[src/logic/core_pkg.sv]
package core_pkg;

    ////////////////////////////////////////
    // Sizes
    ////////////////////////////////////////

    localparam int xlen       = 32;            // Data word width
    localparam int num_harts  = 4;             // At least 3, one per pipeline stage
    localparam int num_regs   = 32;            // GPRs per hart, x0 hardwired
    localparam int imem_depth = 64;            // Instruction memory words

    ////////////////////////////////////////
    // Types
    ////////////////////////////////////////

    typedef logic [xlen-1:0]                word_t;      // Data or instruction word
    typedef logic [$clog2(num_regs)-1:0]    reg_addr_t;  // Register index
    typedef logic [$clog2(num_harts)-1:0]   hart_id_t;   // Hart index
    typedef logic [$clog2(imem_depth)-1:0]  imem_addr_t; // Word index into imem

    // RV32I major opcodes kept by this core
    typedef enum logic [6:0] {
        opc_op     = 7'b0110011,               // Register-register
        opc_op_imm = 7'b0010011,               // Register-immediate
        opc_branch = 7'b1100011                // Conditional branch
    } opcode_t;

    typedef enum logic [2:0] {
        alu_add = 3'd0,
        alu_sub = 3'd1,
        alu_and = 3'd2,
        alu_or  = 3'd3,
        alu_xor = 3'd4,
        alu_slt = 3'd5                         // Signed compare
    } alu_op_t;

endpackage
[src/logic/execute_stage.sv]
`timescale 1ns/1ps

module execute_stage (
    input  logic                 clk,            // Clock
    input  logic                 rst_n,          // Async reset, active low
    input  logic                 d_valid,        // ID/EX valid
    input  core_pkg::hart_id_t   d_hart,
    input  core_pkg::word_t      d_pc,
    input  core_pkg::alu_op_t    d_alu_op,
    input  core_pkg::word_t      d_op_a,
    input  core_pkg::word_t      d_op_b,
    input  core_pkg::reg_addr_t  d_rd,
    input  logic                 d_we,
    input  logic                 d_is_branch,
    input  logic                 d_br_ne,
    input  core_pkg::word_t      d_br_target,
    output logic                 wb_en,          // GPR write strobe
    output core_pkg::hart_id_t   ex_hart,        // Retiring hart
    output core_pkg::reg_addr_t  wb_rd,
    output core_pkg::word_t      wb_data,
    output logic                 pc_we,          // PC update strobe
    output core_pkg::word_t      pc_next
);

    core_pkg::word_t alu_out;
    logic            br_taken;

    always_comb begin
        case (d_alu_op)
            core_pkg::alu_sub: alu_out = d_op_a - d_op_b;
            core_pkg::alu_and: alu_out = d_op_a & d_op_b;
            core_pkg::alu_or:  alu_out = d_op_a | d_op_b;
            core_pkg::alu_xor: alu_out = d_op_a ^ d_op_b;
            core_pkg::alu_slt: alu_out = {31'd0, $signed(d_op_a) < $signed(d_op_b)};
            default:           alu_out = d_op_a + d_op_b; // add, addi
        endcase
    end

    // Equality, inverted for bne
    assign br_taken = d_is_branch && ((d_op_a == d_op_b) != d_br_ne);

    always_ff @(posedge clk or negedge rst_n) begin
        if (!rst_n) begin
            wb_en <= 1'b0;
            pc_we <= 1'b0;
        end else begin
            wb_en <= d_valid && d_we;
            pc_we <= d_valid;                    // Every retire moves the PC
        end
    end

    always_ff @(posedge clk) begin
        ex_hart <= d_hart;
        wb_rd   <= d_rd;
        wb_data <= alu_out;
        pc_next <= br_taken ? d_br_target : d_pc + 32'd4;
    end

endmodule

[config.mk]
export PLATFORM = sky130hd
export DESIGN_NAME = execute_stage
export DESIGN_NICKNAME = d
export VERILOG_FILES = /design/src/logic/core_pkg.sv /design/src/logic/execute_stage.sv
export SDC_FILE = /design/constraint.sdc
export NUM_CORES = 1
export LEC_CHECK = 0
export ABC_AREA = 1
export ABC_CLOCK_PERIOD_IN_PS = 800
export BUFFER_PORTS_ARGS = -buffer_cell sky130_fd_sc_hd__buf_2
export CORE_UTILIZATION = 45
export CTS_CLUSTER_DIAMETER = 60
export DETAILED_ROUTE_END_ITERATION = 12
export PLACE_DENSITY = 0.8
export RECOVER_POWER = 100
export SLEW_MARGIN = 20
export SYNTH_ARGS = -nofsm -noshare
export SYNTH_HDL_FRONTEND = slang
export SYNTH_SLANG_ARGS = --single-unit
[constraint.sdc]
create_clock -name clk -period 0.8 [get_ports clk]
set_input_delay 0.12 -clock clk [delete_from_list [all_inputs] [get_ports clk]]
set_output_delay 0.12 -clock clk [all_outputs]
set_load 0.01 [all_outputs]
* Word level (Yosys, flattened, before mapping)
Cells that the tools add are included.
Storage, ports and cells: register bits after elaboration 73, input bits 144, output and inout port bits 73
Operators by class: add/sub/neg operators 3, order comparisons 1, equality and inequality tests 7, muxes and demuxes 2, bitwise operators 3, reductions and logical operators 2
Operators with widths (count):
- case mux 32 bit (5 select lines) | 1
- adder 32 x 3 -> 32 bit (second input constant) | 1
- adder 32 bit | 1
- AND 32 bit | 1
- == test 32 bit | 1
- < comparator 32 bit | 1
- 2-to-1 mux 32 bit | 1
- bitwise OR 32 bit | 1
- subtractor 32 bit | 1
- bitwise XOR 32 bit | 1
- == test 3 x 2 -> 1 bit (second input constant) | 2
- == test 3 bit (second input constant) | 2
- == test 3 x 1 -> 1 bit (second input constant) | 1
- logical AND 1 bit | 2
- != test 1 bit | 1

* Logic depth before layout (Yosys ltp)
depth in word-level cells 4, mapped depth 15, gate-level depth less buffers 15

* Worst setup path after synthesis
Ideal clock, no wire load.
path type input to register, start in d_op_a[25], end reg pc_next[29], arrival time 1.549 ns, path slack -0.862 ns, stages on the path 12, path buffers 2, cell sequence inv_1 -> ha_1 -> buf_2 -> nor2_4 -> nand2_2 -> nor2_2 -> and2_4 -> a31o_4 -> nand3_4 -> buf_6 -> nand2_1 -> nand2_1
Between the ends: cells in the longest elaborated chain, start to end 4
Ends and longest elaborated chain:
- from (decl) | line execute_stage.sv:10 | input core_pkg::word_t d_op_a,
- == test 32 bit | line execute_stage.sv:40 | assign br_taken = d_is_branch && ((d_op_a == d_op_b) != d_br_ne);
- != test 1 bit | line execute_stage.sv:40
- logical AND 1 bit | line execute_stage.sv:40
- 2-to-1 mux 32 bit | line execute_stage.sv:56 | pc_next <= br_taken ? d_br_target : d_pc + 32'd4;
- to (signal assigned) | line execute_stage.sv:56
- to (decl) | line execute_stage.sv:22 | output core_pkg::word_t pc_next
Every way passes these cells.

* Worst setup path after layout
start in d_op_a[0], end reg wb_data[14]
Between the ends: cells in the longest elaborated chain, start to end 2, elaborated cells on any way between the ends 3, classes of those cells 2 x add/sub; 1 x mux
Ends and longest elaborated chain:
- adder 32 bit or subtractor 32 bit (tied branches) | line execute_stage.sv:35, execute_stage.sv:30
- case mux 32 bit (5 select lines) * | line execute_stage.sv:29 | case (d_alu_op)
- net alu_out[14] | line execute_stage.sv:25 | core_pkg::word_t alu_out;
- to (signal assigned) | line execute_stage.sv:55 | wb_data <= alu_out;
- to (decl) | line execute_stage.sv:20 | output core_pkg::word_t wb_data,
Mark *: on every way through the listed nets, which the timed path passes. The rest lies on a longest branch.

==> results.sh <==
export IMPL_p_comb_frac=0.544
export IMPL_ys_seq_elements=73
export IMPL_status="finished, violations left"
export IMPL_grt_max_degree=33
export IMPL_cts_sinks=73
export IMPL_power_share_clock=0.248
export IMPL_drive_gt1_frac=0.498
export IMPL_first_pass_iters=6
export IMPL_cts_tree="built"
export IMPL_drcViolationCount=0
export IMPL_fin_nets=2453
export IMPL_worstPathMaxFanout=3
export IMPL_die_y_um=145
export IMPL_drt_wl_total_um=51500
export IMPL_hold_violations=0
export IMPL_yosys_warnings=0
export IMPL_path_clk_slew_ps=90
export IMPL_fin_crit_ps=1660
export IMPL_timing_fmax_ghz=0.601
export IMPL_initial_utilization=0.459
export IMPL_holdWs_ps=13.7
export IMPL_setup_viol=137
export IMPL_worstSetupEndpointType="register"
export IMPL_p_total_mw=21.1
export IMPL_synth_async_sr_flop_share=0.0274
export IMPL_place_congestion=0.977
export IMPL_worst_endpoint_required_ps=1050
export IMPL_synth_main_ff_cell="dfxtp_1"
export IMPL_die_area_um2=21100
export IMPL_seqPwrFrac=0.208
export IMPL_ant_nets=0
export IMPL_cts_htree_levels=3
export IMPL_post_route_period_util=2.08
export IMPL_syn_cell_area_um2=9250
export IMPL_avgSynthCellArea_um2=5.66
export IMPL_rsz0062_at_grt="true"
export IMPL_relSlewSlack=0.485
export IMPL_setup_ws_ps=-863
export IMPL_swShare=0.416
export IMPL_drt_iter0_drc=1293
export IMPL_hold_class="in -> reg"
export IMPL_area_growth_pct=80.8
export IMPL_ctsRootBufferMaster="clkbuf_16"
export IMPL_vias_per_cell=5.71
export IMPL_drv_cap=0
export IMPL_rows=52
export IMPL_fin_setup_tns_ps=-58090
export IMPL_synth_edf_count=0
export IMPL_synthCells=1635
export IMPL_core_um2=20200
export IMPL_p_sw_mw=8.76
export IMPL_mappedNetlistNets=1878
export IMPL_ir_worst_vdd_uv=944
export IMPL_cp_data_arrival_time_ps=1910
export IMPL_yosysUniqueCellTypes=40
export IMPL_pre_cts_ws_ps=-1150
export IMPL_violations="setup timing"
export IMPL_intPower_mw=12.3
export IMPL_cp_startpoint="d_op_a[0]"
export IMPL_final_common_cell="nand2_1"
export IMPL_io_pins=217
export IMPL_first_global_vias=13200
export IMPL_port_buffers=216
export IMPL_grt_pass1_wl_um=66400
export IMPL_numCtsBuffers=9
export IMPL_hold_start="d_br_target[28]"
export IMPL_crit_path_start_kind="input pin"
export IMPL_antenna_found_initial=4
export IMPL_place_detailed_hpwl_um=32200
export IMPL_overflow=0
export IMPL_yosysSeqAreaShare=0.159
export IMPL_p_per_area_nw_per_um2=1260
export IMPL_critPathKind="in -> reg"
export IMPL_die_w_um=145
export IMPL_post_route_util=0.829
export IMPL_cellLeakagePower_nw=9.04
export IMPL_avgRoutedWirePerCell_um=20.7
export IMPL_drv_slew=0
export IMPL_clk_path_buf_depth=2
export IMPL_grt_use_total=0.400
export IMPL_final_cell_mix="nand2_1, buf_4, inv_1"
export IMPL_vias=14200
export IMPL_worstMarginPinSlew_ps=770
==> kinds of logic after synthesis <==
logic type / Yosys count / share of synthesized area
AO/OA/AOI/OAI: 137 / 0.0860
XOR/XNOR: 37 / 0.0350
adder cells (fa/ha/maj): 99 / 0.135
buffers and inverters: 382 / 0.162
flip-flops: 73 / 0.159
AND/OR/NAND/NOR: 907 / 0.422
==> critical path, stage by stage <==
cell,delay (ps)
buf_12,120
inv_12,50
ha_4,150
inv_4,40
fa_2,360
nand2_2,90
nand2_2,100
nand3_2,110
nand2_2,110
nand2_2,120
buf_4,110
nand4_1,170
nand3_1,150
nand3_1,100
==> power groups by stage <==
stage               Clock [mW]  Sequential (mW)  Combinational [mW]
global route              5.26             4.40                12.0
detailed placement           0             4.34                8.58
CTS                       5.06             4.31                9.63
finish                    5.23             4.38                11.4
global placement             0             4.33                8.44
floorplan                    0             4.54                4.38
==> through the flow <==
stage	instances	area (um^2)
CTS	2464	15500
global placement	2404	13900
detailed placement	2404	13900
global route	2486	16700
finish	2488	16700
floorplan	1635	10200
==> cell type report <==
| type | count | area, um^2 |
|---|---|---|
| Clock inverter | 6 | 113 |
| Inverter | 330 | 1340 |
| Antenna cell | 3 | 7.51 |
| Clock buffer | 10 | 229 |
| Tap cell | 270 | 338 |
| Sequential cell | 73 | 1510 |
| Multi-Input combinational cell | 1180 | 8310 |
| Timing Repair Buffer | 616 | 4880 |
| Fill cell | 1243 | 3440 |
==> repair_timing <==
action                                  CTS  global route
pin swaps                                87            97
endpoints found under the hold margin    13             0
hold buffers                             12             0
buffers inserted                         31            26
gates cloned                              1             3
endpoints found under the setup margin  137           137
resized for setup                       244           262
==> Yosys cell counts, types with 5 or more instances <==
cell type  number  area (um^2)
inv_1         324         1220
o21ai_0        17         85.1
nor3_1         19         95.1
xor2_1         30          263
nand2_1       549         2060
ha_1           97         1210
nor2_1        118          443
nand4_1        53          332
o22ai_1        30          188
nor2_4          7         78.8
a21oi_1        69          345
nand3_1       127          636
dfxtp_1        71         1420
nor2_2         10         62.6
inv_2           6         22.5
clkbuf_1       16         60.1
xnor2_1         7         61.3
o21bai_1        5         37.5
buf_2          30          150
==> path summary, 6_finish.rpt <==
check	slack (ps)	depth (start not counted)	end
min in group asynchronous	120	2	wb_en
worst max-delay path	-860	14	wb_data[14]
worst min-delay path	10	3	pc_next[28]
max in group asynchronous	530	2	pc_we
==> state kept, by name, summed over array words and instances (netlist names) <==
signal,flops
ex_hart,2
wb_en,1
pc_we,1
wb_data,32
pc_next,32
wb_rd,5
==> layer usage <==
| layer | up-vias | global-route usage | share of wire |
|---|---|---|---|
| li1 | 6219 | - | - |
| met1 | 6490 | 0.456 | 0.33 |
| met2 | 1093 | 0.683 | 0.45 |
| met3 | 396 | 0.0818 | 0.13 |
| met4 | 4 | 0.256 | 0.090 |
| met5 | - | 0 | 0.0016 |
Note: power is estimated with default switching activity, not from simulation.
