--- config.mk ---
export PLATFORM = sky130hd
export DESIGN_NAME = fetch_stage
export DESIGN_NICKNAME = d
export VERILOG_FILES = /design/src/logic/core_pkg.sv /design/src/logic/fetch_stage.sv
export SDC_FILE = /design/constraint.sdc
export NUM_CORES = 2
export LEC_CHECK = 0
export BUFFER_PORTS_ARGS = -buffer_cell sky130_fd_sc_hd__buf_4
export CORE_UTILIZATION = 25
export CTS_CLUSTER_SIZE = 20
export DETAILED_ROUTE_END_ITERATION = 8
export PLACE_DENSITY_LB_ADDON = 0.2
export SLEW_MARGIN = 40
export SYNTH_ARGS = -nofsm -noshare
export SYNTH_HDL_FRONTEND = slang
export SYNTH_SLANG_ARGS = --single-unit
--- constraint.sdc ---
create_clock -name clk -period 2.38 [get_ports clk]
set_input_delay 0.476 -clock clk [delete_from_list [all_inputs] [get_ports clk]]
set_output_delay 0.476 -clock clk [all_outputs]
set_load 0.005 [all_outputs]
--- src/logic/core_pkg.sv ---
package core_pkg;

    ////////////////////////////////////////
    // Sizes
    ////////////////////////////////////////

    localparam int xlen       = 32;            // Data word width
    localparam int num_harts  = 4;             // At least 3, one per pipeline stage
    localparam int num_regs   = 32;            // GPRs per hart, x0 hardwired
    localparam int imem_depth = 64;            // Instruction memory words

    ////////////////////////////////////////
    // Types
    ////////////////////////////////////////

    typedef logic [xlen-1:0]                word_t;      // Data or instruction word
    typedef logic [$clog2(num_regs)-1:0]    reg_addr_t;  // Register index
    typedef logic [$clog2(num_harts)-1:0]   hart_id_t;   // Hart index
    typedef logic [$clog2(imem_depth)-1:0]  imem_addr_t; // Word index into imem

    // RV32I major opcodes kept by this core
    typedef enum logic [6:0] {
        opc_op     = 7'b0110011,               // Register-register
        opc_op_imm = 7'b0010011,               // Register-immediate
        opc_branch = 7'b1100011                // Conditional branch
    } opcode_t;

    typedef enum logic [2:0] {
        alu_add = 3'd0,
        alu_sub = 3'd1,
        alu_and = 3'd2,
        alu_or  = 3'd3,
        alu_xor = 3'd4,
        alu_slt = 3'd5                         // Signed compare
    } alu_op_t;

endpackage
--- src/logic/fetch_stage.sv ---
`timescale 1ns/1ps

module fetch_stage (
    input  logic                  clk,          // Clock
    input  logic                  rst_n,        // Async reset, active low
    input  logic                  prog_we,      // Program load strobe
    input  core_pkg::imem_addr_t  prog_addr,    // Load word index
    input  core_pkg::word_t       prog_data,    // Load word
    input  logic                  issue_valid,  // Slot is live
    input  core_pkg::hart_id_t    issue_hid,    // Slot owner
    input  core_pkg::word_t       hart_pc [core_pkg::num_harts], // PC of every hart
    output logic                  f_valid,      // IF/ID valid
    output core_pkg::hart_id_t    f_hart,       // IF/ID hart
    output core_pkg::word_t       f_pc,         // IF/ID PC
    output core_pkg::word_t       f_insn        // IF/ID instruction
);

    core_pkg::word_t      imem [core_pkg::imem_depth]; // Shared by all harts
    core_pkg::word_t      sel_pc;                      // PC of issued hart
    core_pkg::imem_addr_t rd_addr;                     // Word index of sel_pc

    // Load port, one word per cycle
    always_ff @(posedge clk) begin
        if (prog_we) begin
            imem[prog_addr] <= prog_data;
        end
    end

    assign sel_pc  = hart_pc[issue_hid];
    assign rd_addr = sel_pc[2 +: $bits(core_pkg::imem_addr_t)]; // Drop byte offset

    always_ff @(posedge clk or negedge rst_n) begin
        if (!rst_n) begin
            f_valid <= 1'b0;
        end else begin
            f_valid <= issue_valid;              // Bubble stays a bubble
        end
    end

    always_ff @(posedge clk) begin
        f_hart <= issue_hid;
        f_pc   <= sel_pc;
        f_insn <= imem[rd_addr];                 // Async read, registered here
    end

endmodule

## After elaboration in Yosys (flattened, before gate mapping)

Memory sizes are Yosys's and may differ from the RTL's. A register that Yosys moved wholly into a read port is not among the register bits.
Index checks and enable logic that the tools add are counted.
Widths: inputs -> output; s select.

- Bits in registers: 35
- Bits in latches: 0
- Memory bits (writable): 2048
- ROM bits: 0
- Input port bits: 172
- Output and inout bits: 67
- Word-level logic and storage cells: 11
- Memories kept: 1

Memory list:

| name | depth | width | rd ports | clocked after memory_dff | wr ports | line | source |
|---|---|---|---|---|---|---|---|
| imem | 64 | 32 | 1 | 1 | 1 | fetch_stage.sv:18 | `core_pkg::word_t imem [core_pkg::imem_depth];` |

- Add/subtract/negate cells: 0
- Multipliers: 0
- Div/mod/pow operators: 0
- $lt $le $gt $ge: 1
- Equality and inequality tests: 0
- Shifts and indexed selects: 0
- Muxes and demuxes: 5
- Bitwise operators: 1
- Reduce and logical (&&, ||, !) cells: 0

Operators by type and width:

| kind | number |
|---|---|
| $bmux 32 s2 | 1 |
| $mux 32 | 2 |
| $ge 3x3->1 const B | 1 |
| $not 2->3 | 1 |
| $mux 1 | 2 |

## Longest topological paths before layout

- Depth in word-level cells: 4
- Depth in mapped cells: 16
- Mapped depth without buffers: 9

## Worst setup path after synthesis

No wires, ideal clock.

- Path type: in2reg
- Start point: in prog_addr[3]
- End point: mem imem[48][0] (netlist bit) (enable)
- Library setup time: 0.461 ns
- Arrival: 3.206 ns
- Required time: 1.919 ns
- Setup slack: -1.287 ns
- Cell stages on the path: 4
- Path buffers: 1
- Cell sequence: clkbuf_1 nor2b_1 nand4b_1 nor3_1

RTL lines:

| what | line | source |
|---|---|---|
| from (decl) | fetch_stage.sv:7 | `input core_pkg::imem_addr_t prog_addr,` |
| to (decl) | fetch_stage.sv:18 |  |

No word-level cell before the write port.

## Worst setup path after layout

- Start point: in issue_hid[1]
- End point: reg f_insn[22], read port of imem

- Longest elaborated chain between the ends: 4

Ends and longest elaborated chain:

| what | line | source |
|---|---|---|
| from (decl) | fetch_stage.sv:10 | `input core_pkg::hart_id_t issue_hid,` |
| $not 2->3 (not written as such) | fetch_stage.sv:29 | `assign sel_pc = hart_pc[issue_hid];` |
| $bmux 32 s2 | fetch_stage.sv:29 |  |
| $mux 32 (not written as such) (2 in a row) | fetch_stage.sv:29 |  |
| to (decl) | fetch_stage.sv:15 | `output core_pkg::word_t f_insn` |

Every way passes these cells. The select of a mux whose other input is x is not followed.

==> key figures <==
Flow run
  – Max-cap violations: 0

Power and ir drop
  – Switching pwr: 21.8 mW
  – Worst VDD drop: 573 uV
  – Switching share of total power: 0.249
  – Design Power: 87.6 mW
  – Clock power share: 0.402
  – Internal: 65.8 mW
  – P per Cell Area: 824 nW/um^2
  – Seq pwr share: 0.476
  – Combinational share of power: 0.122
  – Leak pwr: 35.4 nW

Setup path
  – Worst setup EP type: flip-flop
  – R2R Path Start: imem[8][22]$_DFFE_PP_
  – CP Cell Sequence: buf_12 > mux2i_4 > mux2_8 > clkinv_16 > buf_16 > buf_16 > buf_12 > buf_6 > mux4_2 > a21oi_2 > o211ai_1 > or3_1
  – Internal reg-to-reg setup slack: 180 ps
  – CP required: 3140 ps
  – CP max stage delay: 500 ps
  – Slowest CP cell: mux4_2
  – Crit Path Max Fanout: 8
  – Worst EP arrival: 3260 ps
  – Crit path kind: input port to flip-flop
  – Crit path from: issue_hid[1]
  – Crit path to: f_insn[22]$_DFF_P_
  – Reg-to-reg critical path endpoint: f_insn[22]$_DFF_P_
  – Crit start category: input port
  – Worst Path Buf+Inv: 6
  – WP depth: 12
  – Worst path top cell family by delay: multiplexers
  – FF-to-FF path depth: 7

STA
  – Worst rel slew slack: 0.443
  – Slew Limit Fails: 0
  – Fin. Hold Viols: 0
  – Tmin final: 2500 ps
  – Peak Freq: 400 MHz
  – Slew of the pin with the lowest slew margin: 836 ps
  – Tcrit/Tclk final: 1.05
  – WHS: 56.3 ps
  – Layout Skew: 85.3 ps
  – Setup WS post-layout: -117 ps
  – RSZ-0062 raised after global routing: true
  – Final setup vio count: 17

Global route
  – Initial antenna violation count: 13
  – GR met1 Demand/Resource: 0.246
  – Grt met3 use: 0.0228
  – Met2 usage: 0.304
  – GRT Total Usage: 0.180
  – Largest net degree at the start of global routing: 65
  – Number of global-route vias before repair: 51000
  – Global routing's busiest layer: met2
  – Grt ovf: 0
  – First-pass GRT wire length: 421 mm

Run status
  – Failing checks: negative setup slack
  – Status: finished with violations

Floorplanning
  – Row cnt: 210
  – Initial Util: 0.252
  – Ports: 239
  – Die footprint: 332000 sq um
  – Die Ht: 577 microns
  – CORE AREA: 328000 sq um
  – Chip width: 577 microns

Route
  – Routed via count: 52200
  – DRT iter0 DRCs: 5061
  – Drt pass-1 iters: 6
  – Antenna Nets Post-Route: 0
  – DR DRC count: 0
  – Via density: 4.83
  – Detailed Route WL: 309 mm
  – WL/cell: 28.6 microns

Synth
  – Syn Area/Cell: 15.4 sq um
  – Seq/Total Area, Yosys: 0.761
  – Cell Area, Synth: 82500 sq um
  – Synth cell types: 58
  – Main area contributors after synthesis: edfxtp_1, nand2_1, mux4_2
  – Dominant synthesized flop cell: edfxtp_1
  – Synthesized flop and latch total: 2115
  – Synth async-reset ratio: 0.000473
  – Area leader, netlist: edfxtp_1
  – EDFF count, synth: 2048
  – Synth Instances: 5358
  – Area share of the largest cell type after synthesis: 0.745
  – Yosys warns: 0
  – Syn_nets: 5530

Clocking
  – Root buf cell: clkbuf_16
  – Clk buf depth: 4
  – Htree depth: 4
  – Total CTS buffers: 236
  – Clk_lat worst skew: 910 ps
  – Clock slew at reported path FFs: 60 ps
  – Clk sinks: 2115
  – CTS tree: done

Hold path
  – Hold path start: prog_data[4]
  – HP Class: input port to flip-flop
  – Hold Path Depth: 1

Finish
  – Design area: 106000 sq um
  – Fillers: 32000
  – Layout cells sized above 1: 0.252
  – Fin nets: 6436
  – Synth-to-layout area growth: 28.8%

Placement
  – Post-DP HPWL: 195 mm
  – Placed inst area: 96100 sq um
  – RD Place Congestion: 0.821
  – Port buffer count: 238
## sequential cells by signal, summed over array words and instances (netlist names)
name and cells:
f_hart 2, f_insn 32, f_pc 32, f_valid 1, imem 2048
## cell type report
cell class                 instances  area, sq um  share of cell area
inverter                           4         53.8            0.000506
timing repair inverter             3         62.6            0.000588
clock inverter                   116          997             0.00938
timing repair buffer            1018        11200               0.105
tap                             4346         5440              0.0511
clock buffer                     306         6270              0.0590
antenna                            9         22.5            0.000212
sequential                      2115        62800               0.591
multi-input combinational       2886        19500               0.183
## kinds of logic (layout without fill, tap and decap cells)
logic type,Yosys count,count (layout),synth area share
AO/OA/AOI/OAI,783,783,0.0676
flip-flops,2115,2115,0.761
multiplexers,292,292,0.0523
other,0,9,0
buffers and inverters,357,1447,0.0209
AND/OR/NAND/NOR,1811,1811,0.0977
## metrics by stage
stage / utilization / TNS, ps / worst slack (ps) / std cells
2_1_floorplan: - / -571040 / -509 / 5358
3_5_place_dp: 0.293 / -32690 / -1610 / 10200
3_3_place_gp: 0.293 / -33220 / -1790 / 10200
6_report: 0.324 / -661 / -117 / 10800
5_1_grt: 0.324 / -972 / -89.0 / 10800
4_1_cts: 0.320 / -56.9 / -19.4 / 10700
## power by group through the flow
stage	clock (mW)	sequential [mW]	combinational [mW]
2_1_floorplan	0	42.2	4.12
3_3_place_gp	0	42.5	9.58
3_5_place_dp	0	42.5	9.61
4_1_cts	35.9	41.8	10.2
5_1_grt	37.2	41.8	11.3
6_report	35.2	41.7	10.7
## synth_stat cells (41+ instances only)
master and n:
edfxtp_1 2048, nand2_1 1043, nand3_1 286, nor2b_1 199, a211oi_1 192, mux2i_1 174, clkbuf_1 152, a21oi_1 133
buf_2 119, nor2_1 113, mux4_2 111, a311oi_1 98, a31oi_1 95, dfxtp_1 66, o221ai_1 60, o21ai_0 55
nor3_1 42, buf_4 41
## cell usage in the layout, fill, tap and decap left out, drive strengths merged, types with 21 or more instances in the layout
master,n
a211oi,192
a311oi,98
a2111oi,21
buf,943
nor3,42
clkbuf,319
nand3,286
a32oi,28
o221ai,60
mux4,111
edfxtp,2048
nand4,37
clkinv,97
a21oi,133
nor2b,199
dfxtp,66
a31oi,95
nor2,114
and3,38
dlygate4sd3,57
mux2i,174
o22ai,30
o21ai,57
nand2,1043
## layer usage
metal	share of wire	wire length, microns
met1	0.44	136000
met2	0.48	149000
met3	0.054	16700
met4	0.025	7700
met5	0.000042	13
## worst min path at each step
stage	to	slack, ps
after global placement	f_valid$_DFF_PN0_	250
after floorplan	f_valid$_DFF_PN0_	180
final	imem[24][4]$_DFFE_PP_	60
after global routing	imem[27][4]$_DFFE_PP_	30
after CTS	imem[24][4]$_DFFE_PP_	2
after detailed placement	f_valid$_DFF_PN0_	250
## timing repair
item	4_1_cts	5_1_grt
setup endpoints to repair	25	30
cloned	10	13
hold buffers	57	0
resized for setup	99	155
setup buffers	19	40
pin swaps	27	56
hold endpoints to repair	30	0
Power figures use the tool's default switching activity.
