`src/logic/core_pkg.sv`:
```
package core_pkg;

    ////////////////////////////////////////
    // Sizes
    ////////////////////////////////////////

    localparam int xlen       = 32;            // Data word width
    localparam int num_harts  = 4;             // At least 3, one per pipeline stage
    localparam int num_regs   = 32;            // GPRs per hart, x0 hardwired
    localparam int imem_depth = 64;            // Instruction memory words

    ////////////////////////////////////////
    // Types
    ////////////////////////////////////////

    typedef logic [xlen-1:0]                word_t;      // Data or instruction word
    typedef logic [$clog2(num_regs)-1:0]    reg_addr_t;  // Register index
    typedef logic [$clog2(num_harts)-1:0]   hart_id_t;   // Hart index
    typedef logic [$clog2(imem_depth)-1:0]  imem_addr_t; // Word index into imem

    // RV32I major opcodes kept by this core
    typedef enum logic [6:0] {
        opc_op     = 7'b0110011,               // Register-register
        opc_op_imm = 7'b0010011,               // Register-immediate
        opc_branch = 7'b1100011                // Conditional branch
    } opcode_t;

    typedef enum logic [2:0] {
        alu_add = 3'd0,
        alu_sub = 3'd1,
        alu_and = 3'd2,
        alu_or  = 3'd3,
        alu_xor = 3'd4,
        alu_slt = 3'd5                         // Signed compare
    } alu_op_t;

endpackage
```
`src/logic/decode_stage.sv`:
```
`timescale 1ns/1ps

module decode_stage (
    input  logic                 clk,            // Clock
    input  logic                 rst_n,          // Async reset, active low
    input  logic                 f_valid,        // IF/ID valid
    input  core_pkg::hart_id_t   f_hart,         // IF/ID hart
    input  core_pkg::word_t      f_pc,           // IF/ID PC
    input  core_pkg::word_t      f_insn,         // IF/ID instruction
    input  core_pkg::word_t      hart_rs1_data [core_pkg::num_harts], // Read data 0, all harts
    input  core_pkg::word_t      hart_rs2_data [core_pkg::num_harts], // Read data 1, all harts
    output core_pkg::reg_addr_t  rs1_addr,       // To every context
    output core_pkg::reg_addr_t  rs2_addr,
    output logic                 d_valid,        // ID/EX valid
    output core_pkg::hart_id_t   d_hart,
    output core_pkg::word_t      d_pc,
    output core_pkg::alu_op_t    d_alu_op,
    output core_pkg::word_t      d_op_a,         // ALU input 0
    output core_pkg::word_t      d_op_b,         // ALU input 1 or branch compare
    output core_pkg::reg_addr_t  d_rd,
    output logic                 d_we,           // Writes a nonzero rd
    output logic                 d_is_branch,
    output logic                 d_br_ne,        // 1 bne, 0 beq
    output core_pkg::word_t      d_br_target
);

    core_pkg::opcode_t   opcode;
    logic [2:0]          funct3;
    core_pkg::reg_addr_t rd;
    core_pkg::word_t     imm_i;                  // I-type, sign extended
    core_pkg::word_t     imm_b;                  // B-type, sign extended
    core_pkg::alu_op_t   alu_op;
    logic                we;
    logic                is_branch;
    logic                use_imm;

    assign opcode   = core_pkg::opcode_t'(f_insn[6:0]);
    assign funct3   = f_insn[14:12];
    assign rd       = f_insn[11:7];
    assign rs1_addr = f_insn[19:15];
    assign rs2_addr = f_insn[24:20];
    assign imm_i    = {{20{f_insn[31]}}, f_insn[31:20]};
    assign imm_b    = {{19{f_insn[31]}}, f_insn[31], f_insn[7], f_insn[30:25], f_insn[11:8], 1'b0};

    ////////////////////////////////////////
    // Opcode and funct decode
    ////////////////////////////////////////

    always_comb begin
        alu_op    = core_pkg::alu_add;
        we        = 1'b0;
        is_branch = 1'b0;
        use_imm   = 1'b0;
        case (opcode)
            core_pkg::opc_op: begin
                we = 1'b1;
                case (funct3)
                    3'b000:  alu_op = f_insn[30] ? core_pkg::alu_sub : core_pkg::alu_add;
                    3'b010:  alu_op = core_pkg::alu_slt;
                    3'b100:  alu_op = core_pkg::alu_xor;
                    3'b110:  alu_op = core_pkg::alu_or;
                    3'b111:  alu_op = core_pkg::alu_and;
                    default: we = 1'b0;                  // Shifts etc. retire as nop
                endcase
            end
            core_pkg::opc_op_imm: begin
                use_imm = 1'b1;
                we      = (funct3 == 3'b000);           // addi only
            end
            core_pkg::opc_branch: is_branch = (funct3[2:1] == 2'b00); // beq, bne
            default: ;                                   // Unknown, nop
        endcase
    end

    always_ff @(posedge clk or negedge rst_n) begin
        if (!rst_n) begin
            d_valid     <= 1'b0;
            d_we        <= 1'b0;
            d_is_branch <= 1'b0;
        end else begin
            d_valid     <= f_valid;
            d_we        <= f_valid && we && (rd != '0); // x0 never written
            d_is_branch <= f_valid && is_branch;
        end
    end

    always_ff @(posedge clk) begin
        d_hart      <= f_hart;
        d_pc        <= f_pc;
        d_alu_op    <= alu_op;
        d_op_a      <= hart_rs1_data[f_hart];           // Own hart's operands
        d_op_b      <= use_imm ? imm_i : hart_rs2_data[f_hart];
        d_rd        <= rd;
        d_br_ne     <= funct3[0];
        d_br_target <= f_pc + imm_b;                    // PC relative
    end

endmodule

```
`config.mk`:
```
export PLATFORM = sky130hd
export DESIGN_NAME = decode_stage
export DESIGN_NICKNAME = d
export VERILOG_FILES = /design/src/logic/core_pkg.sv /design/src/logic/decode_stage.sv
export SDC_FILE = /design/constraint.sdc
export NUM_CORES = 1
export LEC_CHECK = 0
export BUFFER_PORTS_ARGS = -buffer_cell sky130_fd_sc_hd__buf_2
export CAP_MARGIN = 40
export CORE_AREA = 3 3 183 185
export CTS_CLUSTER_SIZE = 10
export DETAILED_ROUTE_END_ITERATION = 16
export DIE_AREA = 0 0 186 188
export MAX_ROUTING_LAYER = met4
export PLACE_DENSITY = 0.46
export SLEW_MARGIN = 20
export SYNTH_ARGS = -nofsm -noshare
export SYNTH_HDL_FRONTEND = slang
export SYNTH_SLANG_ARGS = --single-unit
export TNS_END_PERCENT = 30
```
`constraint.sdc`:
```
create_clock -name clk -period 0.8 [get_ports clk]
set_input_delay 0.12 -clock clk [delete_from_list [all_inputs] [get_ports clk]]
set_output_delay 0.12 -clock clk [all_outputs]
set_load 0.005 [all_outputs]
```
; Yosys cells after proc, flatten, opt, wreduce, memory -nomap -nowiden
; Cells that the tools add are included.
[totals]
register_bits = 142
inputBits = 325
wordCells = 41
out_inout_bits = 152
[classes]
mux = 13
add_sub_neg = 1
reduce_logical = 7
order_cmp = 1
n_eq_ne = 7
n_bitwise = 1
[ops]
columns = cell, count
row1 = $mux W32, 5
row2 = $bmux W32 S2, 2
row3 = $add A32 B32 Y32, 1
row4 = $pmux W3 S5, 1
row5 = $eq A3 B3 Y1 const B, 3
row6 = $eq A7 B5 Y1 const B, 1
row7 = $eq A7 B6 Y1 const B, 1
row8 = $eq A7 B7 Y1 const B, 1
row9 = $reduce_bool A5 Y1, 1
row10 = $reduce_or A5 Y1, 1
row11 = $mux W1, 4
row12 = $eq A3 B2 Y1 const B, 1
row13 = $ge A3 B3 Y1 const B, 1
row14 = $logic_and A1 B1 Y1, 3
row15 = $logic_not A3 Y1, 1
row16 = $not A2 Y3, 1
row17 = $logic_not A2 Y1, 1
row18 = $pmux W1 S2, 1

; Longest topological paths before layout
[logic_depth]
word_depth = 6
ltp_mapped = 8
ltp_nobuf = 8

; Worst setup path after synthesis
; OpenSTA, ideal clock, no wires.
[synth_path]
kind = input to register
start = in f_pc[1]
end = reg d_br_target[19]
path_buffers = 0
setup_time_ns = 0.124
path_slack_ns = -1.411
path_stages = 8
arrival_time_ns = 2.087
required_ns = 0.676
cell_sequence = ha_1 -> fa_1 -> a211oi_1 -> o21ai_2 -> a31oi_4 -> a21oi_2 -> o211a_1 -> a2111o_1
[synth_between]
elab_chain_cells = 1
[synth_lines]
columns = element, line_no
row1 = start: declaration, decode_stage.sv:8  ; input core_pkg::word_t f_pc,
row2 = $add A32 B32 Y32, decode_stage.sv:95  ; d_br_target <= f_pc + imm_b;
row3 = end signal: assignment, decode_stage.sv:95
row4 = end: declaration, decode_stage.sv:24  ; output core_pkg::word_t d_br_target
; Every way passes these cells.
; A chain may end at the register's enable or synchronous reset.

; Worst setup path in the final report
[layout_path]
start = in f_insn[8]
end = reg d_br_target[13]
[layout_between]
elab_chain_cells = 1
[layout_lines]
columns = element, line_no
row1 = start: declaration, decode_stage.sv:9  ; input core_pkg::word_t f_insn,
row2 = $add A32 B32 Y32, decode_stage.sv:95
; Every way passes these cells.

==> summary.md <==
| Metric | Value |
|---|---|
| H-tree levels | 4 |
| Sw frac | 28.4% |
| Residual DRC count | 0 |
| Ys Warns | 0 |
| Min-Delay Path Class | input port to register |
| Post-Syn Area | 6820 µm² |
| Post-DRT Antenna Nets | 0 |
| Most common cell after layout, fill and taps aside | buf_2 |
| Via-to-Cell Ratio | 4.41 |
| Routed wire length | 33.4 mm |
| TritonCTS clock tree | built |
| Met3 WL | 2.23 mm |
| Via count | 7496 |
| Critical path arrival | 1.90 ns |
| Top Layer Used | met4 |
| WL met2 | 17.4 mm |
| Core area | 32200 µm² |
| Int Pwr | 16900 µW |
| Hold Buf Count CTS | 51 |
| Max Freq | 626 MHz |
| Initial antenna violation count | 13 |
| Input/output buffers | 466 |
| Seq pwr share | 34.5% |
| Leak | 0.00634 µW |
| Critical Path End Type | register |
| Async S/R FF share, synth | 2.13% |
| TritonCTS Buffers | 17 |
| Critical Path RT | 1.10 ns |
| Layout cell share with drive strength beyond 1 | 74.3% |
| Part of the power in the clock network | 35.4% |
| Violated checks | hold timing, setup timing |
| WS Path Type | input port to register |
| Main synth FF type | dfxtp_1 |
| Number of flops mapped to enable cells by yosys | 0 |
| PD cells | 1710 nW/µm² |
| DR WL/cell | 19.7 µm |
| Status | finished with violations |
| Pins Over Slew Limit | 0 |
| #FFs+latches synth | 141 |
| Fin. Hold Viols | 21 |
| Post-synthesis net count | 947 |
| Placed insts | 1565 |
| Combinational power share | 30.1% |
| Slew @ Worst Pin | 0.533 ns |
| Detailed Place HPWL | 26.6 mm |
| DRT Pass-1 Iters | 4 |
| Die Wd | 186 µm |
| Final min period | 1.60 ns |
| Startpoint Class | input port |
| GRT Total Usage | 19.0% |
| First-pass GRT wire length | 47.9 mm |
| Layout Cells excl Fill | 1698 |
| Area Growth Syn to Fin | 102% |
| MaxCap Viol Count | 0 |
| CTS root buffer | clkbuf_16 |
| Slowest cell on crit path | fa_2 |
| Die Ht | 188 µm |
| Synth Instances | 591 |
| Fillers | 3191 |
| Unrepaired setup endpoints after global routing | yes |
| Final Util | 42.7% |
| Starting Density | 21.2% |
| Pin count of the biggest net entering global routing | 30 |
| Slack of the critical path | -0.798 ns |
| Top-level I/O count | 477 |
| First DRT Iteration DRCs | 227 |
| Commonest non-fill, non-tap cells in the layout | buf_2 (416), buf_4 (133), dfxtp_1 (95) |
| Site Rows | 66 |
| Final GP Congestion | 0.854 |
| Clock buffer depth | 2 |
| Clk slew on worst S/H paths | 0.06 ns |
| Crit-path max FO | 3 |
| Seq/Total Area, Yosys | 41.6% |
| Final nets | 1619 |
| Gr ovfl total | 0 |
| Switching pwr | 6690 µW |
| DRT met1 WL | 13.1 mm |
| Cell breakdown of the critical path | buf_8 -> ha_4 -> fa_2 -> a211oi_4 -> o21ai_4 -> buf_6 -> a31o_4 -> a21o_1 -> nand4_1 -> o311ai_2 |
| Slew Limit Headroom | 63.5% |
| Die area | 35000 µm² |
| Maximum VDD drop | 1.50 mV |
| Clock sink total | 141 |
| Final Setup Violations | 217 |
| Final worst path period share | 200% |
| Fin Hold WS | -0.194 ns |
| Yosys cell types | 62 |
| Crit path largest cell delay | 0.37 ns |
| Vias in the first global route | 7989 |
| Post-Syn Area per Cell | 11.5 µm² |
-- metal layers --
layer,global-route usage [%],up-vias
li1,-,3594
met1,21.1,3586
met2,31.7,277
met3,5.66,39
met4,7.59,0
met5,-,-
-- kinds of logic after synthesis --
family / Yosys count / synth area share (%)
mux: 78 / 23.4
flops: 141 / 41.6
simple gates: 113 / 8.30
fa+ha+maj: 31 / 5.80
xor+xnor: 22 / 2.83
buf+inv: 74 / 4.98
compound gates: 132 / 13.0
-- path summary, 6_finish.rpt --
check	from	end	slack, ns	cells after the start
min in group asynchronous	rst_n	d_is_branch$_DFF_PN0_	0.57	3
max in group asynchronous	rst_n	d_we$_DFF_PN0_	0.07	3
setup / recovery	f_insn[8]	d_br_target[13]$_DFF_P_	-0.80	10
hold / removal	f_pc[2]	d_pc[2]$_DFF_P_	-0.19	1
-- power by group through the flow --
| stage | sequential (µW) | combinational, µW | clock, µW |
|---|---|---|---|
| 5_1_grt | 8200 | 7640 | 8900 |
| 3_5_place_dp | 8180 | 5500 | 0 |
| 2_1_floorplan | 8300 | 2350 | 0 |
| 6_report | 8130 | 7100 | 8330 |
| 4_1_cts | 8080 | 6520 | 8590 |
| 3_3_place_gp | 8180 | 5470 | 0 |
-- stage by stage --
step	setup TNS [ns]	total power (µW)	worst slack [ns]	hold slack, ns	cell area [µm²]
finish	-50.37	23600	-0.798	-0.194	13800
global route	-59.71	24700	-0.810	-0.220	13700
CTS	-51.27	23200	-0.823	-0.223	13000
detailed placement	-75.23	13700	-1.47	-0.0730	10700
global placement	-75.89	13600	-1.41	-0.0694	10700
floorplan	-50.69	10600	-1.06	-0.176	7040
-- cell usage after synthesis, types with 2 or more instances --
cell type | count | area [µm²]
a2111oi_0 | 2 | 17.5
a211oi_1 | 6 | 45.0
a21boi_0 | 3 | 22.5
a21o_1 | 9 | 67.6
a21oi_1 | 35 | 175
a21oi_2 | 3 | 26.3
a311oi_1 | 3 | 26.3
a31oi_1 | 3 | 18.8
and3_1 | 6 | 37.5
and4_1 | 4 | 35.0
buf_2 | 16 | 80.1
buf_4 | 11 | 82.6
clkbuf_1 | 17 | 63.8
dfrtp_1 | 3 | 75.1
dfxtp_1 | 138 | 2760
ha_1 | 30 | 375
inv_1 | 29 | 109
mux2_2 | 12 | 135
mux2i_1 | 2 | 20.0
mux4_2 | 64 | 1440
nand2_1 | 33 | 124
nand2b_1 | 4 | 25.0
nand3_1 | 11 | 55.1
nand4_1 | 8 | 50.1
nor2_1 | 20 | 75.1
nor3_1 | 14 | 70.1
nor4_1 | 2 | 12.5
o211a_1 | 4 | 40.0
o211ai_1 | 3 | 22.5
o21ai_0 | 35 | 175
o21ai_1 | 3 | 15.0
o21bai_1 | 5 | 37.5
o311ai_0 | 2 | 17.5
or2_2 | 2 | 12.5
or4_1 | 2 | 15.0
xnor2_1 | 14 | 123
xor2_1 | 8 | 70.1
-- flip-flops by register name (all words and copies together) (netlist names) --
signal       cells
d_op_a          32
d_alu_op         3
d_op_b          32
d_valid          1
d_rd             5
d_is_branch      1
d_hart           2
d_br_ne          1
d_br_target     32
d_we             1
d_pc            31
-- final cells by class --
type,count,area (µm²),area share (%)
Multi-Input combinational cell,376,4680,34.0
Inverter,29,109,0.792
Timing Repair Buffer,698,4920,35.8
Tap cell,408,510,3.71
Antenna cell,14,35.0,0.255
Clock inverter,12,136,0.992
Clock buffer,20,467,3.39
Sequential cell,141,2890,21.0
-- critical path, delay by kind of cell --
family                     cells  cell delay, ns
AOI/OAI and AO/OA              5            0.90
and+or+nand+nor                1            0.11
adders and majority gates      2            0.52
buffers and inverters          2            0.24
-- timing repair --
item / in CTS / in global routing
setup buffers: 18 / 16
endpoints found under the setup margin: 230 / 230
pin swaps: 39 / 67
gates resized for setup: 209 / 145
gates cloned: 3 / 3
hold endpoints to repair: 87 / 32
Note: power is estimated with default switching activity, not from simulation.
