==> src/logic/core_pkg.sv <==
package core_pkg;

    ////////////////////////////////////////
    // Sizes
    ////////////////////////////////////////

    localparam int xlen       = 32;            // Data word width
    localparam int num_harts  = 4;             // At least 3, one per pipeline stage
    localparam int num_regs   = 32;            // GPRs per hart, x0 hardwired
    localparam int imem_depth = 64;            // Instruction memory words

    ////////////////////////////////////////
    // Types
    ////////////////////////////////////////

    typedef logic [xlen-1:0]                word_t;      // Data or instruction word
    typedef logic [$clog2(num_regs)-1:0]    reg_addr_t;  // Register index
    typedef logic [$clog2(num_harts)-1:0]   hart_id_t;   // Hart index
    typedef logic [$clog2(imem_depth)-1:0]  imem_addr_t; // Word index into imem

    // RV32I major opcodes kept by this core
    typedef enum logic [6:0] {
        opc_op     = 7'b0110011,               // Register-register
        opc_op_imm = 7'b0010011,               // Register-immediate
        opc_branch = 7'b1100011                // Conditional branch
    } opcode_t;

    typedef enum logic [2:0] {
        alu_add = 3'd0,
        alu_sub = 3'd1,
        alu_and = 3'd2,
        alu_or  = 3'd3,
        alu_xor = 3'd4,
        alu_slt = 3'd5                         // Signed compare
    } alu_op_t;

endpackage
==> src/logic/hart_sched.sv <==
`timescale 1ns/1ps

module hart_sched (
    input  logic                 clk,          // Clock
    input  logic                 rst_n,        // Async reset, active low
    input  logic                 set_hart,     // Start/stop strobe
    input  logic                 set_hart_val, // 1 start, 0 idle
    input  core_pkg::hart_id_t   set_hart_id,  // Hart addressed by strobe
    output logic                 issue_valid,  // Slot carries an instruction
    output core_pkg::hart_id_t   issue_hid     // Hart owning this slot
);

    logic [core_pkg::num_harts-1:0] active_q;   // One bit per running hart
    logic [core_pkg::num_harts-1:0] active_nxt; // Bitmap incl. this cycle's strobe
    core_pkg::hart_id_t             next_slot;  // Slot after the current one

    // Strobe is folded in so it counts for the very next slot
    always_comb begin
        active_nxt = active_q;
        if (set_hart) begin
            active_nxt[set_hart_id] = set_hart_val;
        end
    end

    assign next_slot = (issue_hid == core_pkg::hart_id_t'(core_pkg::num_harts - 1))
                     ? '0 : issue_hid + 1'b1;   // Wrap at last hart

    // issue_hid doubles as the slot counter
    always_ff @(posedge clk or negedge rst_n) begin
        if (!rst_n) begin
            active_q    <= '0;                  // All harts idle
            issue_hid   <= '0;
            issue_valid <= 1'b0;
        end else begin
            active_q    <= active_nxt;
            issue_hid   <= next_slot;           // Fixed round robin
            issue_valid <= active_nxt[next_slot]; // Idle slot is a bubble
        end
    end

endmodule

==> config.mk <==
export PLATFORM = sky130hd
export DESIGN_NAME = hart_sched
export DESIGN_NICKNAME = d
export VERILOG_FILES = /design/src/logic/core_pkg.sv /design/src/logic/hart_sched.sv
export SDC_FILE = /design/constraint.sdc
export NUM_CORES = 1
export LEC_CHECK = 0
export BUFFER_PORTS_ARGS = -buffer_cell sky130_fd_sc_hd__buf_2
export CAP_MARGIN = 20
export CELL_PAD_IN_SITES_DETAIL_PLACEMENT = 0
export CELL_PAD_IN_SITES_GLOBAL_PLACEMENT = 1
export CORE_AREA = 2 2 39 41
export DETAILED_ROUTE_END_ITERATION = 16
export DIE_AREA = 0 0 41 43
export GPL_TIMING_DRIVEN = 0
export HOLD_SLACK_MARGIN = 0.02
export PLACE_DENSITY_LB_ADDON = 0.3
export SLEW_MARGIN = 20
export SYNTH_ARGS = -nofsm -noshare
export SYNTH_HDL_FRONTEND = slang
export SYNTH_SLANG_ARGS = --single-unit
==> constraint.sdc <==
create_clock -name clk -period 3.4 [get_ports clk]
set_input_delay 0.34 -clock clk [delete_from_list [all_inputs] [get_ports clk]]
set_output_delay 0.34 -clock clk [all_outputs]
set_load 0.005 [all_outputs]
==> After elaboration in Yosys (flattened, before gate mapping) <==
Index checks and enable logic that the tools add are counted.
{ "classes": {"n_mux": 7, "n_addsub": 1, "n_reduce_logical": 1, "order_cmp": 3, "eq_ne": 1} }
{ "ops": {"columns": ["cell", "n"], "rows": [
  ["$lt 2x3->1 const B", 2],
  ["$bwmux 4", 1],
  ["$mux 4", 1],
  ["$add 2x1->2 const B", 1],
  ["$bmux 1 s2", 1],
  ["$demux 1 s2", 1],
  ["$eq 2x2->1 const B", 1],
  ["$ge 2x1->1 const B", 1],
  ["$mux 1", 2],
  ["$mux 2", 1],
  ["$logic_and 1x1->1", 1]
]} }
{ "word_totals": {"wordCells": 16, "in_bits": 6, "regBits": 7} }

==> Depth between registers and ports, before layout <==
Gate-level depths: netlist (run 1).
{ "logic_depth": {"depth_word": 8, "ltp_mapped": 5} }

==> Least setup slack after synthesis (run 1) <==
OpenSTA, ideal clock, no wires.
{ "synth_timing": {"path_kind": "reg2reg", "from": "reg issue_hid[0]", "to": "reg issue_valid", "period_less_slack_ps": 1502, "stages_incl_launch_ff": 6, "path_buffers": 0, "required_ps": 3278, "setup_ps": 122, "setup_slack_ps": 1898, "arrival_ps": 1380, "cell_sequence": "dfrtp_1 > ha_1 > nor2_8 > mux2i_1 > o21ai_1 > a32o_1"} }
{ "synth_between": {"elab_chain_cells": 4, "elab_cells_between_ends": 5, "cone_classes": "add/sub (1); eq/ne (1); mux (3)"} }
{ "synth_lines": {"columns": ["element", "line_no", "rtl"], "rows": [
  ["start, declared", "hart_sched.sv:10", "output core_pkg::hart_id_t issue_hid"],
  ["start signal, assigned", "hart_sched.sv:36", "issue_hid <= next_slot;"],
  ["$add 2x1->2 / $eq 2x2->1 (equally long branches)", "hart_sched.sv:26, hart_sched.sv:25", null],
  ["$mux 2 (*)", "hart_sched.sv:26", "? '0 : issue_hid + 1'b1;"],
  ["named net next_slot[0]", "hart_sched.sv:15", "core_pkg::hart_id_t next_slot;"],
  ["$bmux 1 s2 (*)", "hart_sched.sv:37", "issue_valid <= active_nxt[next_slot];"],
  ["$mux 1 (not written as such) (*)", "hart_sched.sv:37", null],
  ["end signal, assigned", "hart_sched.sv:37", null],
  ["end, declared", "hart_sched.sv:9", "output logic issue_valid,"]
]} }
The timed path passes the listed nets; every way through them passes the cells marked *. The select of a mux whose other input is x is not followed.

==> Final worst setup path (run 1) <==
Same ends and word-level chain as after synthesis.

==> impl_metrics.ini, run 1 <==
[run_status]
status = complete, no violations

[cells_and_area]
area.sequential_um2 = 175
n_fill_cell = 141
layout_common_cells = dfrtp_1 (7), buf_2 (7), mux2_2 (4)
final_cells = 58
fin_nets = 50
drive_above_1_share_pct = 42.9
fin_area_um2 = 493
diodes = 0
area_growth_pct = 22.7
final_core_util_pct = 35.6
multiInputGateArea_um2 = 199

[sta]
tns_ps = 0
slew_headroom_pct = 85.4
holdWs_ps = 397
layout_setup_ws_ps = 1830
tightest_slew_ps = 219
skew_ps = 0.290
fmax_mhz = 638
period_needed_ps = 1570
rsz0062_at_grt = false
fin_crit_sh_pct = 46.1
hold_viol = 0
setup_viol = 0
slew_violations = 0

[logic_synthesis]
synth_area_um2 = 402
syn_inst = 30
ys_ff_latch = 7
synth-seq-area-share_pct = 43.6
synth-main-ff-cell = dfrtp_1
synth-edff-count = 0
synth_warnings = 0
syn-num-nets = 37
async_flop_share_pct = 100
ys_types = 18
synth.avg_cell_area_um2 = 13.4

[grt]
grt_max_degree = 8
track_usage_pct = 9.61
grt_pass1_vias = 273
antenna_found_initial = 0
grt-ovfl-total = 0
grt_first_pass_wirelength_um = 1060

[setup_path]
r2r_cells = 5
rrSetupSlack_ps = 1830
critPathLaunchType = flop
r2r_end = issue_valid
slowest_delay_ps = 440
cp.required_ps = 3550
crit_path_end_kind = flop
critPathKind = flop to flop
crit_arrival_ps = 1710
critPathSlowestCell = dfrtp_1
r2r-start = issue_hid[0]
crit_fanout = 5
path_cells = ha_1, nor2_8, xnor2_2, nand4b_1, a32o_1

[routing]
firstDrtPassIters = 4
drtIter0Drc = 3
wl_um = 686
drc = 0
drt-wirelength-per-cell_um = 11.8
vias = 283
ant_nets = 0
vias_per_cell = 4.88

[clock_tree]
cts_setup_buffers = 0
cts.clk_slew.worst_paths_ps = 50
cts_tree = done
h-tree-depth = 1
numCtsBuffers = 3
cts_sinks = 7
root_buffer = clkbuf_4
cts.path.max_buffers = 2
clk_latency_ps = 260

[worst_hold_path]
hold-path-cell-count = 2
holdCritPathClass = input pin to flop
min_to = active_q[3]
min-delay-start = set_hart_val

[power_and_ir_drop]
power.leakage_nw = 0.206
power_density_nw_per_um2 = 435
power_mw = 0.214
ir_drop_uv = 191

[placement]
dp.cells = 53
dpl-instance-area_um2 = 457
io_buffers = 7
dp_hpwl_um = 523
place_ws_ps = 1820
gp_congestion = 0.670

[floorplanning]
start_util_pct = 29.0
die_h_um = 43
core-area_um2 = 1380
die_w_um = 41
ios = 9
die-area_um2 = 1760
rows = 14

[job]
cap_violations = 0
==> critical path, delay by kind of cell (launching register included) <==
family          cells  cell delay [ps]
simple gates        2              310
xor+xnor            1              140
flops               1              440
compound gates      1              280
fa+ha+maj           1              290
==> kinds of logic (layout without fill, tap and decap cells) <==
kind of cell | Yosys count | after routing | share of synthesized area [%]
AO/OA/AOI/OAI | 4 | 4 | 6.54
XOR/XNOR | 2 | 2 | 8.10
adder cells (fa/ha/maj) | 1 | 1 | 3.11
buffers and inverters | 1 | 13 | 6.85
flip-flops | 7 | 7 | 43.6
multiplexers | 6 | 6 | 16.2
AND/OR/NAND/NOR | 9 | 9 | 15.6
==> flip-flops by register name, summed over array words and instances, names as in the netlist <==
name,flops
active_q,4
issue_valid,1
issue_hid,2
==> worst max-delay path by stage <==
stage                  from          end  slack (ps)  cells past startpoint
6_report       issue_hid[0]  issue_valid        1830                      5
3_5_place_dp   issue_hid[0]  issue_valid        1820                      5
3_3_place_gp   issue_hid[0]  issue_valid        1840                      5
2_1_floorplan  issue_hid[0]  issue_valid        1900                      5
5_1_grt        issue_hid[0]  issue_valid        1730                      5
4_1_cts        issue_hid[0]  issue_valid        1820                      5
==> synth_stat cells (2+ instances only) <==
library cell,instances,share of area (%)
mux2i_1,2,5.0
mux2_2,4,11
nor2_1,3,2.8
dfrtp_1,7,44
==> layer usage <==
metal,wire length (µm),part of all wire (%),global-route usage [%],vias to the layer above
met2,337,49,14.1,11
li1,-,-,-,129
met4,26,3.8,8.00,0
met3,40,5.8,4.71,2
met5,0,0,0,-
met1,281,41,9.54,141
==> power by group <==
part / switching (mW) / leakage, nW / internal [mW]
combinational: 0.0141 / 0.108 / 0.0212
clock: 0.0347 / 0.0150 / 0.0450
sequential: 0.00475 / 0.0829 / 0.0946
total: 0.0536 / 0.206 / 0.161
==> repair_timing <==
action | in CTS | in global routing
gates resized for setup | 0 | 0
hold endpoints to repair | 7 | 0
endpoints found under the setup margin | 0 | 0
hold buffers | 1 | 0
==> cell type report <==
cell class | instances | share of cell area [%]
Buffer | 1 | 5.58
Clock buffer | 4 | 5.33
Multi-Input combinational cell | 22 | 40.4
Sequential cell | 7 | 35.5
Tap cell | 16 | 4.06
Timing Repair Buffer | 8 | 9.14
Power figures use the tool's default switching activity.
==> run 2, diff against run 1 <==
==> constraint.sdc (replaced) <==
create_clock -name clk -period 1.3 [get_ports clk]
set_input_delay 0.13 -clock clk [delete_from_list [all_inputs] [get_ports clk]]
set_output_delay 0.13 -clock clk [all_outputs]
set_load 0.005 [all_outputs]
==> run 2 against run 1 <==
  * The flow now finishes with violations (setup timing)
  * Wire length is 9.6% higher
  * Global-route usage is 2.7 points higher
  * Non-clock buffer count is 1 higher
  * Critical path type unchanged
  * Largest cell class unchanged
  * Largest power group unchanged
==> impl_metrics.ini, run 2 (synthesis gave the netlist of run 1 again) <==
[run_status]
status = finished, violations left
violations = setup timing

[routing]
wl_um = 752
vias = 281
drtIter0Drc = 1
vias_per_cell = 4.76
m1WireLength_um = 308
wl_met3_um = 49
drt-wirelength-per-cell_um = 12.7
wl_met2_um = 351
firstDrtPassIters = 3
drc = 0
highest_layer = met4
ant_nets = 0

[setup_path]
path_cells = ha_4, nor2_8, xnor2_2, nand4b_1, a32o_1
crit_path_end_kind = flop
critPathLaunchType = flop
cp.required_ps = 1450
slowest_delay_ps = 430
critPathKind = flop to flop
critPathSlowestCell = dfrtp_2
crit_arrival_ps = 1560
crit_fanout = 5

[grt]
grt_pass1_vias = 305
grt-ovfl-total = 0
track_usage_pct = 12.3
antenna_found_initial = 0
grt_first_pass_wirelength_um = 1320
grt_max_degree = 8

[cells_and_area]
final_cells = 59
fin_nets = 51
layout_common_cells = buf_2 (7), dfrtp_1 (6), mux2_2 (4)
largest_reg_flops = 4
multiInputGateArea_um2 = 211
n_fill_cell = 143
area_growth_pct = 31.2
top_regs = active_q (4), issue_hid (2), issue_valid (1)
diodes = 0
final_common_cell = buf_2
drive_above_1_share_pct = 48.8
fin_area_um2 = 527
top_register = active_q
area.sequential_um2 = 176

[power_and_ir_drop]
pwr-share-seq_pct = 46.2
p_int_mw = 0.420
ir_drop_uv = 345
clock_power_share_pct = 37.5
power_density_nw_per_um2 = 1070
comb_power_share_pct = 16.4
netSwitchingPower_mw = 0.143
power.leakage_nw = 0.215
power_mw = 0.563
netSwitchingFraction_pct = 25.3

[floorplanning]
die_w_um = 41
start_util_pct = 29.0
rows = 14
core-area_um2 = 1380
die_h_um = 43
die-area_um2 = 1760
ios = 9

[sta]
layout_setup_ws_ps = -115
fin_crit_sh_pct = 109
fmax_mhz = 707
slew_violations = 0
skew_ps = 1.13
tns_ps = -115
hold_viol = 0
tightest_slew_ps = 165
setup_viol = 1
holdWs_ps = 178
period_needed_ps = 1420
rsz0062_at_grt = true
slew_headroom_pct = 88.9

[placement]
io_buffers = 7
dpl-instance-area_um2 = 470
dp_hpwl_um = 563
dp.cells = 53
gp_congestion = 0.727

[job]
cap_violations = 0

[clock_tree]
cts_tree = done
numCtsBuffers = 3
cts.clk_slew.worst_paths_ps = 50
h-tree-depth = 1
root_buffer = clkbuf_4
clk_latency_ps = 260
cts.path.max_buffers = 2
cts_sinks = 7

[worst_hold_path]
holdCritPathClass = input pin to flop
-- run 2: cell types whose count changed in the layout (fill, tap and decap cells not counted), sizes merged --
cell  previous run  this run
buf              8         9
-- run 2: layout make-up --
| class | instances | area share [%] |
|---|---|---|
| buffer | 1 | 5.23 |
| clock buffer | 4 | 4.99 |
| multi-input combinational | 22 | 40.1 |
| sequential | 7 | 33.5 |
| tap | 16 | 3.80 |
| timing repair buffer | 9 | 12.4 |
-- run 2: power groups by stage --
stage,Clock (mW),Sequential (mW),Combinational [mW]
2_1_floorplan,0,0.261,0.0611
3_3_place_gp,0,0.263,0.0888
3_5_place_dp,0,0.264,0.0919
4_1_cts,0.219,0.260,0.0948
5_1_grt,0.226,0.263,0.104
6_report,0.211,0.260,0.0921
-- run 2: per-stage QoR --
step	worst slack (ps)	utilization, %
floorplan	-59.9	-
global placement	-114	34.0
detailed placement	-166	34.0
CTS	-139	38.1
global route	-195	38.1
finish	-115	38.1
-- run 2: worst max-delay path: cells and delay by family, from the launching register on --
family | cells | cell delay [ps]
xor gates and xnor gates | 1 | 140
AOI/OAI and AO/OA | 1 | 280
adders and majority gates | 1 | 190
DFF | 1 | 430
and+or+nand+nor | 2 | 270
-- run 2: path summary, 6_finish.rpt --
path                                   start      endpoint  slack [ps]  cells after the start
worst max-delay path            issue_hid[0]   issue_valid        -120                      5
min in group asynchronous              rst_n  issue_hid[1]         230                      2
worst min register to register   active_q[0]   active_q[0]         510                      1
max in group asynchronous              rst_n  issue_hid[0]         900                      2
worst min-delay path            set_hart_val   active_q[1]         180                      2
worst max register to register  issue_hid[0]   issue_valid        -120                      5
-- run 2: metal layers --
layer / vias up / track usage, %
li1: 133 / -
met4: 0 / 12.0
met3: 5 / 4.71
met2: 12 / 16.9
met1: 131 / 13.5
met5: - / 0
-- run 2: repair_timing --
item | 4_1_cts | 5_1_grt
setup buffers | 1 | 0
endpoints found under the setup margin | 1 | 1
gates resized for setup | 0 | 0
hold buffers | 1 | 0
hold endpoints to repair | 7 | 0
==> run 3, diff against run 2 <==
--- a/config.mk
+++ b/config.mk
@@ -15,6 +15,7 @@
 export GPL_TIMING_DRIVEN = 0
 export HOLD_SLACK_MARGIN = 0.02
 export PLACE_DENSITY_LB_ADDON = 0.3
+export REMOVE_ABC_BUFFERS = 1
 export SLEW_MARGIN = 20
 export SYNTH_ARGS = -nofsm -noshare
 export SYNTH_HDL_FRONTEND = slang
==> run 3 against run 2 <==
  * The flow still finishes with violations (setup timing)
  * Sequential power is essentially flat
  * Critical path depth is the same
  * Clock skew is essentially flat
  * Setup slack gained 39 ps
  * Global-route usage shrank 2.0 points
  * First-iteration DRC count is the same
  * Worst hold slack gained 23 ps
==> impl_metrics.ini, run 3 (synthesis gave the netlist of run 1 again) <==
[floorplanning]
die_h_um = 43
die-area_um2 = 1760
rows = 14
core-area_um2 = 1380
ios = 9
die_w_um = 41
start_util_pct = 29.0

[clock_tree]
cts_sinks = 7
cts.path.max_buffers = 2
cts_tree = done
cts.clk_slew.worst_paths_ps = 50
numCtsBuffers = 3
h-tree-depth = 1
clk_latency_ps = 250
root_buffer = clkbuf_4

[grt]
grt_first_pass_wirelength_um = 1150
track_usage_pct = 10.3
grt-ovfl-total = 0
grt_pass1_vias = 260
antenna_found_initial = 0
grt_max_degree = 8

[setup_path]
path_cells = ha_4, nor2_8, xnor2_2, nand4b_1, a32o_1
slowest_delay_ps = 420
r2r-start = issue_hid[0]
crit_path_end_kind = flop
critPathSlowestCell = dfrtp_2
rrSetupSlack_ps = -80
worstSetupEndpoint = issue_valid
crit_fanout = 5
crit_path_start = issue_hid[0]
critPathLaunchType = flop
critPathKind = flop to flop
r2r_end = issue_valid
crit_arrival_ps = 1510
cp.required_ps = 1430
r2r_cells = 5

[job]
cap_violations = 0

[worst_hold_path]
holdCritPathClass = input pin to flop
hold-path-cell-count = 2

[cells_and_area]
final_common_cell = buf_2
diodes = 0
top_register = active_q
top_regs = active_q (4), issue_hid (2), issue_valid (1)
multiInputGateArea_um2 = 211
drive_above_1_share_pct = 48.8
fin_nets = 51
area_growth_pct = 23.4
largest_reg_flops = 4
area.sequential_um2 = 176
n_fill_cell = 140
layout_common_cells = buf_2 (8), dfrtp_1 (6), mux2_2 (4)
final_core_util_pct = 35.8

[power_and_ir_drop]
pwr-share-seq_pct = 48.1
netSwitchingFraction_pct = 23.5
ir_drop_uv = 398
netSwitchingPower_mw = 0.127
clock_power_share_pct = 35.8
power.leakage_nw = 0.202
comb_power_share_pct = 16.1
p_int_mw = 0.412
power_density_nw_per_um2 = 1090

[sta]
tightest_slew_ps = 137
layout_setup_ws_ps = -76.8
fin_crit_sh_pct = 106
rsz0062_at_grt = true
setup_viol = 1
period_needed_ps = 1380
fmax_mhz = 726
tns_ps = -76.8
slew_headroom_pct = 90.6
hold_viol = 0
slew_violations = 0
skew_ps = 0.902

[routing]
drc = 0
firstDrtPassIters = 2
vias = 268
wl_um = 673
vias_per_cell = 4.54
ant_nets = 0
drtIter0Drc = 1
drt-wirelength-per-cell_um = 11.4

[run_status]
violations = setup timing
status = finished, violations left

[placement]
gp_congestion = 0.775
io_buffers = 8
-- run 3: repair_timing --
item                                    CTS  global route
hold buffers                              1             0
gates cloned                              0             0
setup buffers                             1             0
pin swaps                                 3             0
endpoints found under the setup margin    1             1
hold endpoints to repair                  7             0
resized for setup                         5             0
-- run 3: worst min path at each step --
stage / startpoint / endpoint / slack [ps]
after global routing: set_hart_val / active_q[3] / 210
after CTS: set_hart_val / active_q[3] / 190
after detailed placement: rst_n / issue_valid / -20
after floorplan: rst_n / active_q[0] / -170
final: set_hart_val / active_q[3] / 200
after global placement: rst_n / issue_valid / -30
-- run 3: power groups by stage --
stage	Clock, mW	Sequential [mW]	Combinational, mW
after global routing	0.222	0.264	0.0960
after global placement	0	0.262	0.0815
final	0.193	0.259	0.0867
after detailed placement	0	0.263	0.0852
after floorplan	0	0.261	0.0497
after CTS	0.206	0.259	0.0881
-- run 3: per-layer routing --
layer  wire [µm]  part of all wire, %  global-route usage, %  vias up
li1            -                    -                      -      135
met1         293                   44                   12.2      127
met2         334                   50                   13.8        6
met3          45                  6.7                   4.71        0
met4           0                    0                   8.00        0
met5           0                    0                      0        -
-- run 3: through the flow --
step	setup WS, ps	hold WS [ps]	area (µm²)	std cells	power (mW)
after detailed placement	-298	-23.2	434	53	0.348
after CTS	-90.2	191	495	59	0.553
after floorplan	-202	-166	374	29	0.311
after global placement	-243	-29.3	434	53	0.343
after global routing	-153	208	495	59	0.582
final	-76.8	201	495	59	0.539
-- run 3: area by class of cell --
class / count / area share [%]
Clock buffer: 4 / 5.30
Multi-Input combinational cell: 22 / 42.7
Tap cell: 16 / 4.04
Sequential cell: 7 / 35.6
Timing Repair Buffer: 10 / 12.4
-- run 3: worst max-delay path, delay by kind of cell, from the launching register on --
| kind | cells | cell delay, ps |
|---|---|---|
| flip-flops | 1 | 420 |
| adder cells (fa/ha/maj) | 1 | 180 |
| AO/OA/AOI/OAI | 1 | 270 |
| AND/OR/NAND/NOR | 2 | 250 |
| XOR/XNOR | 1 | 140 |
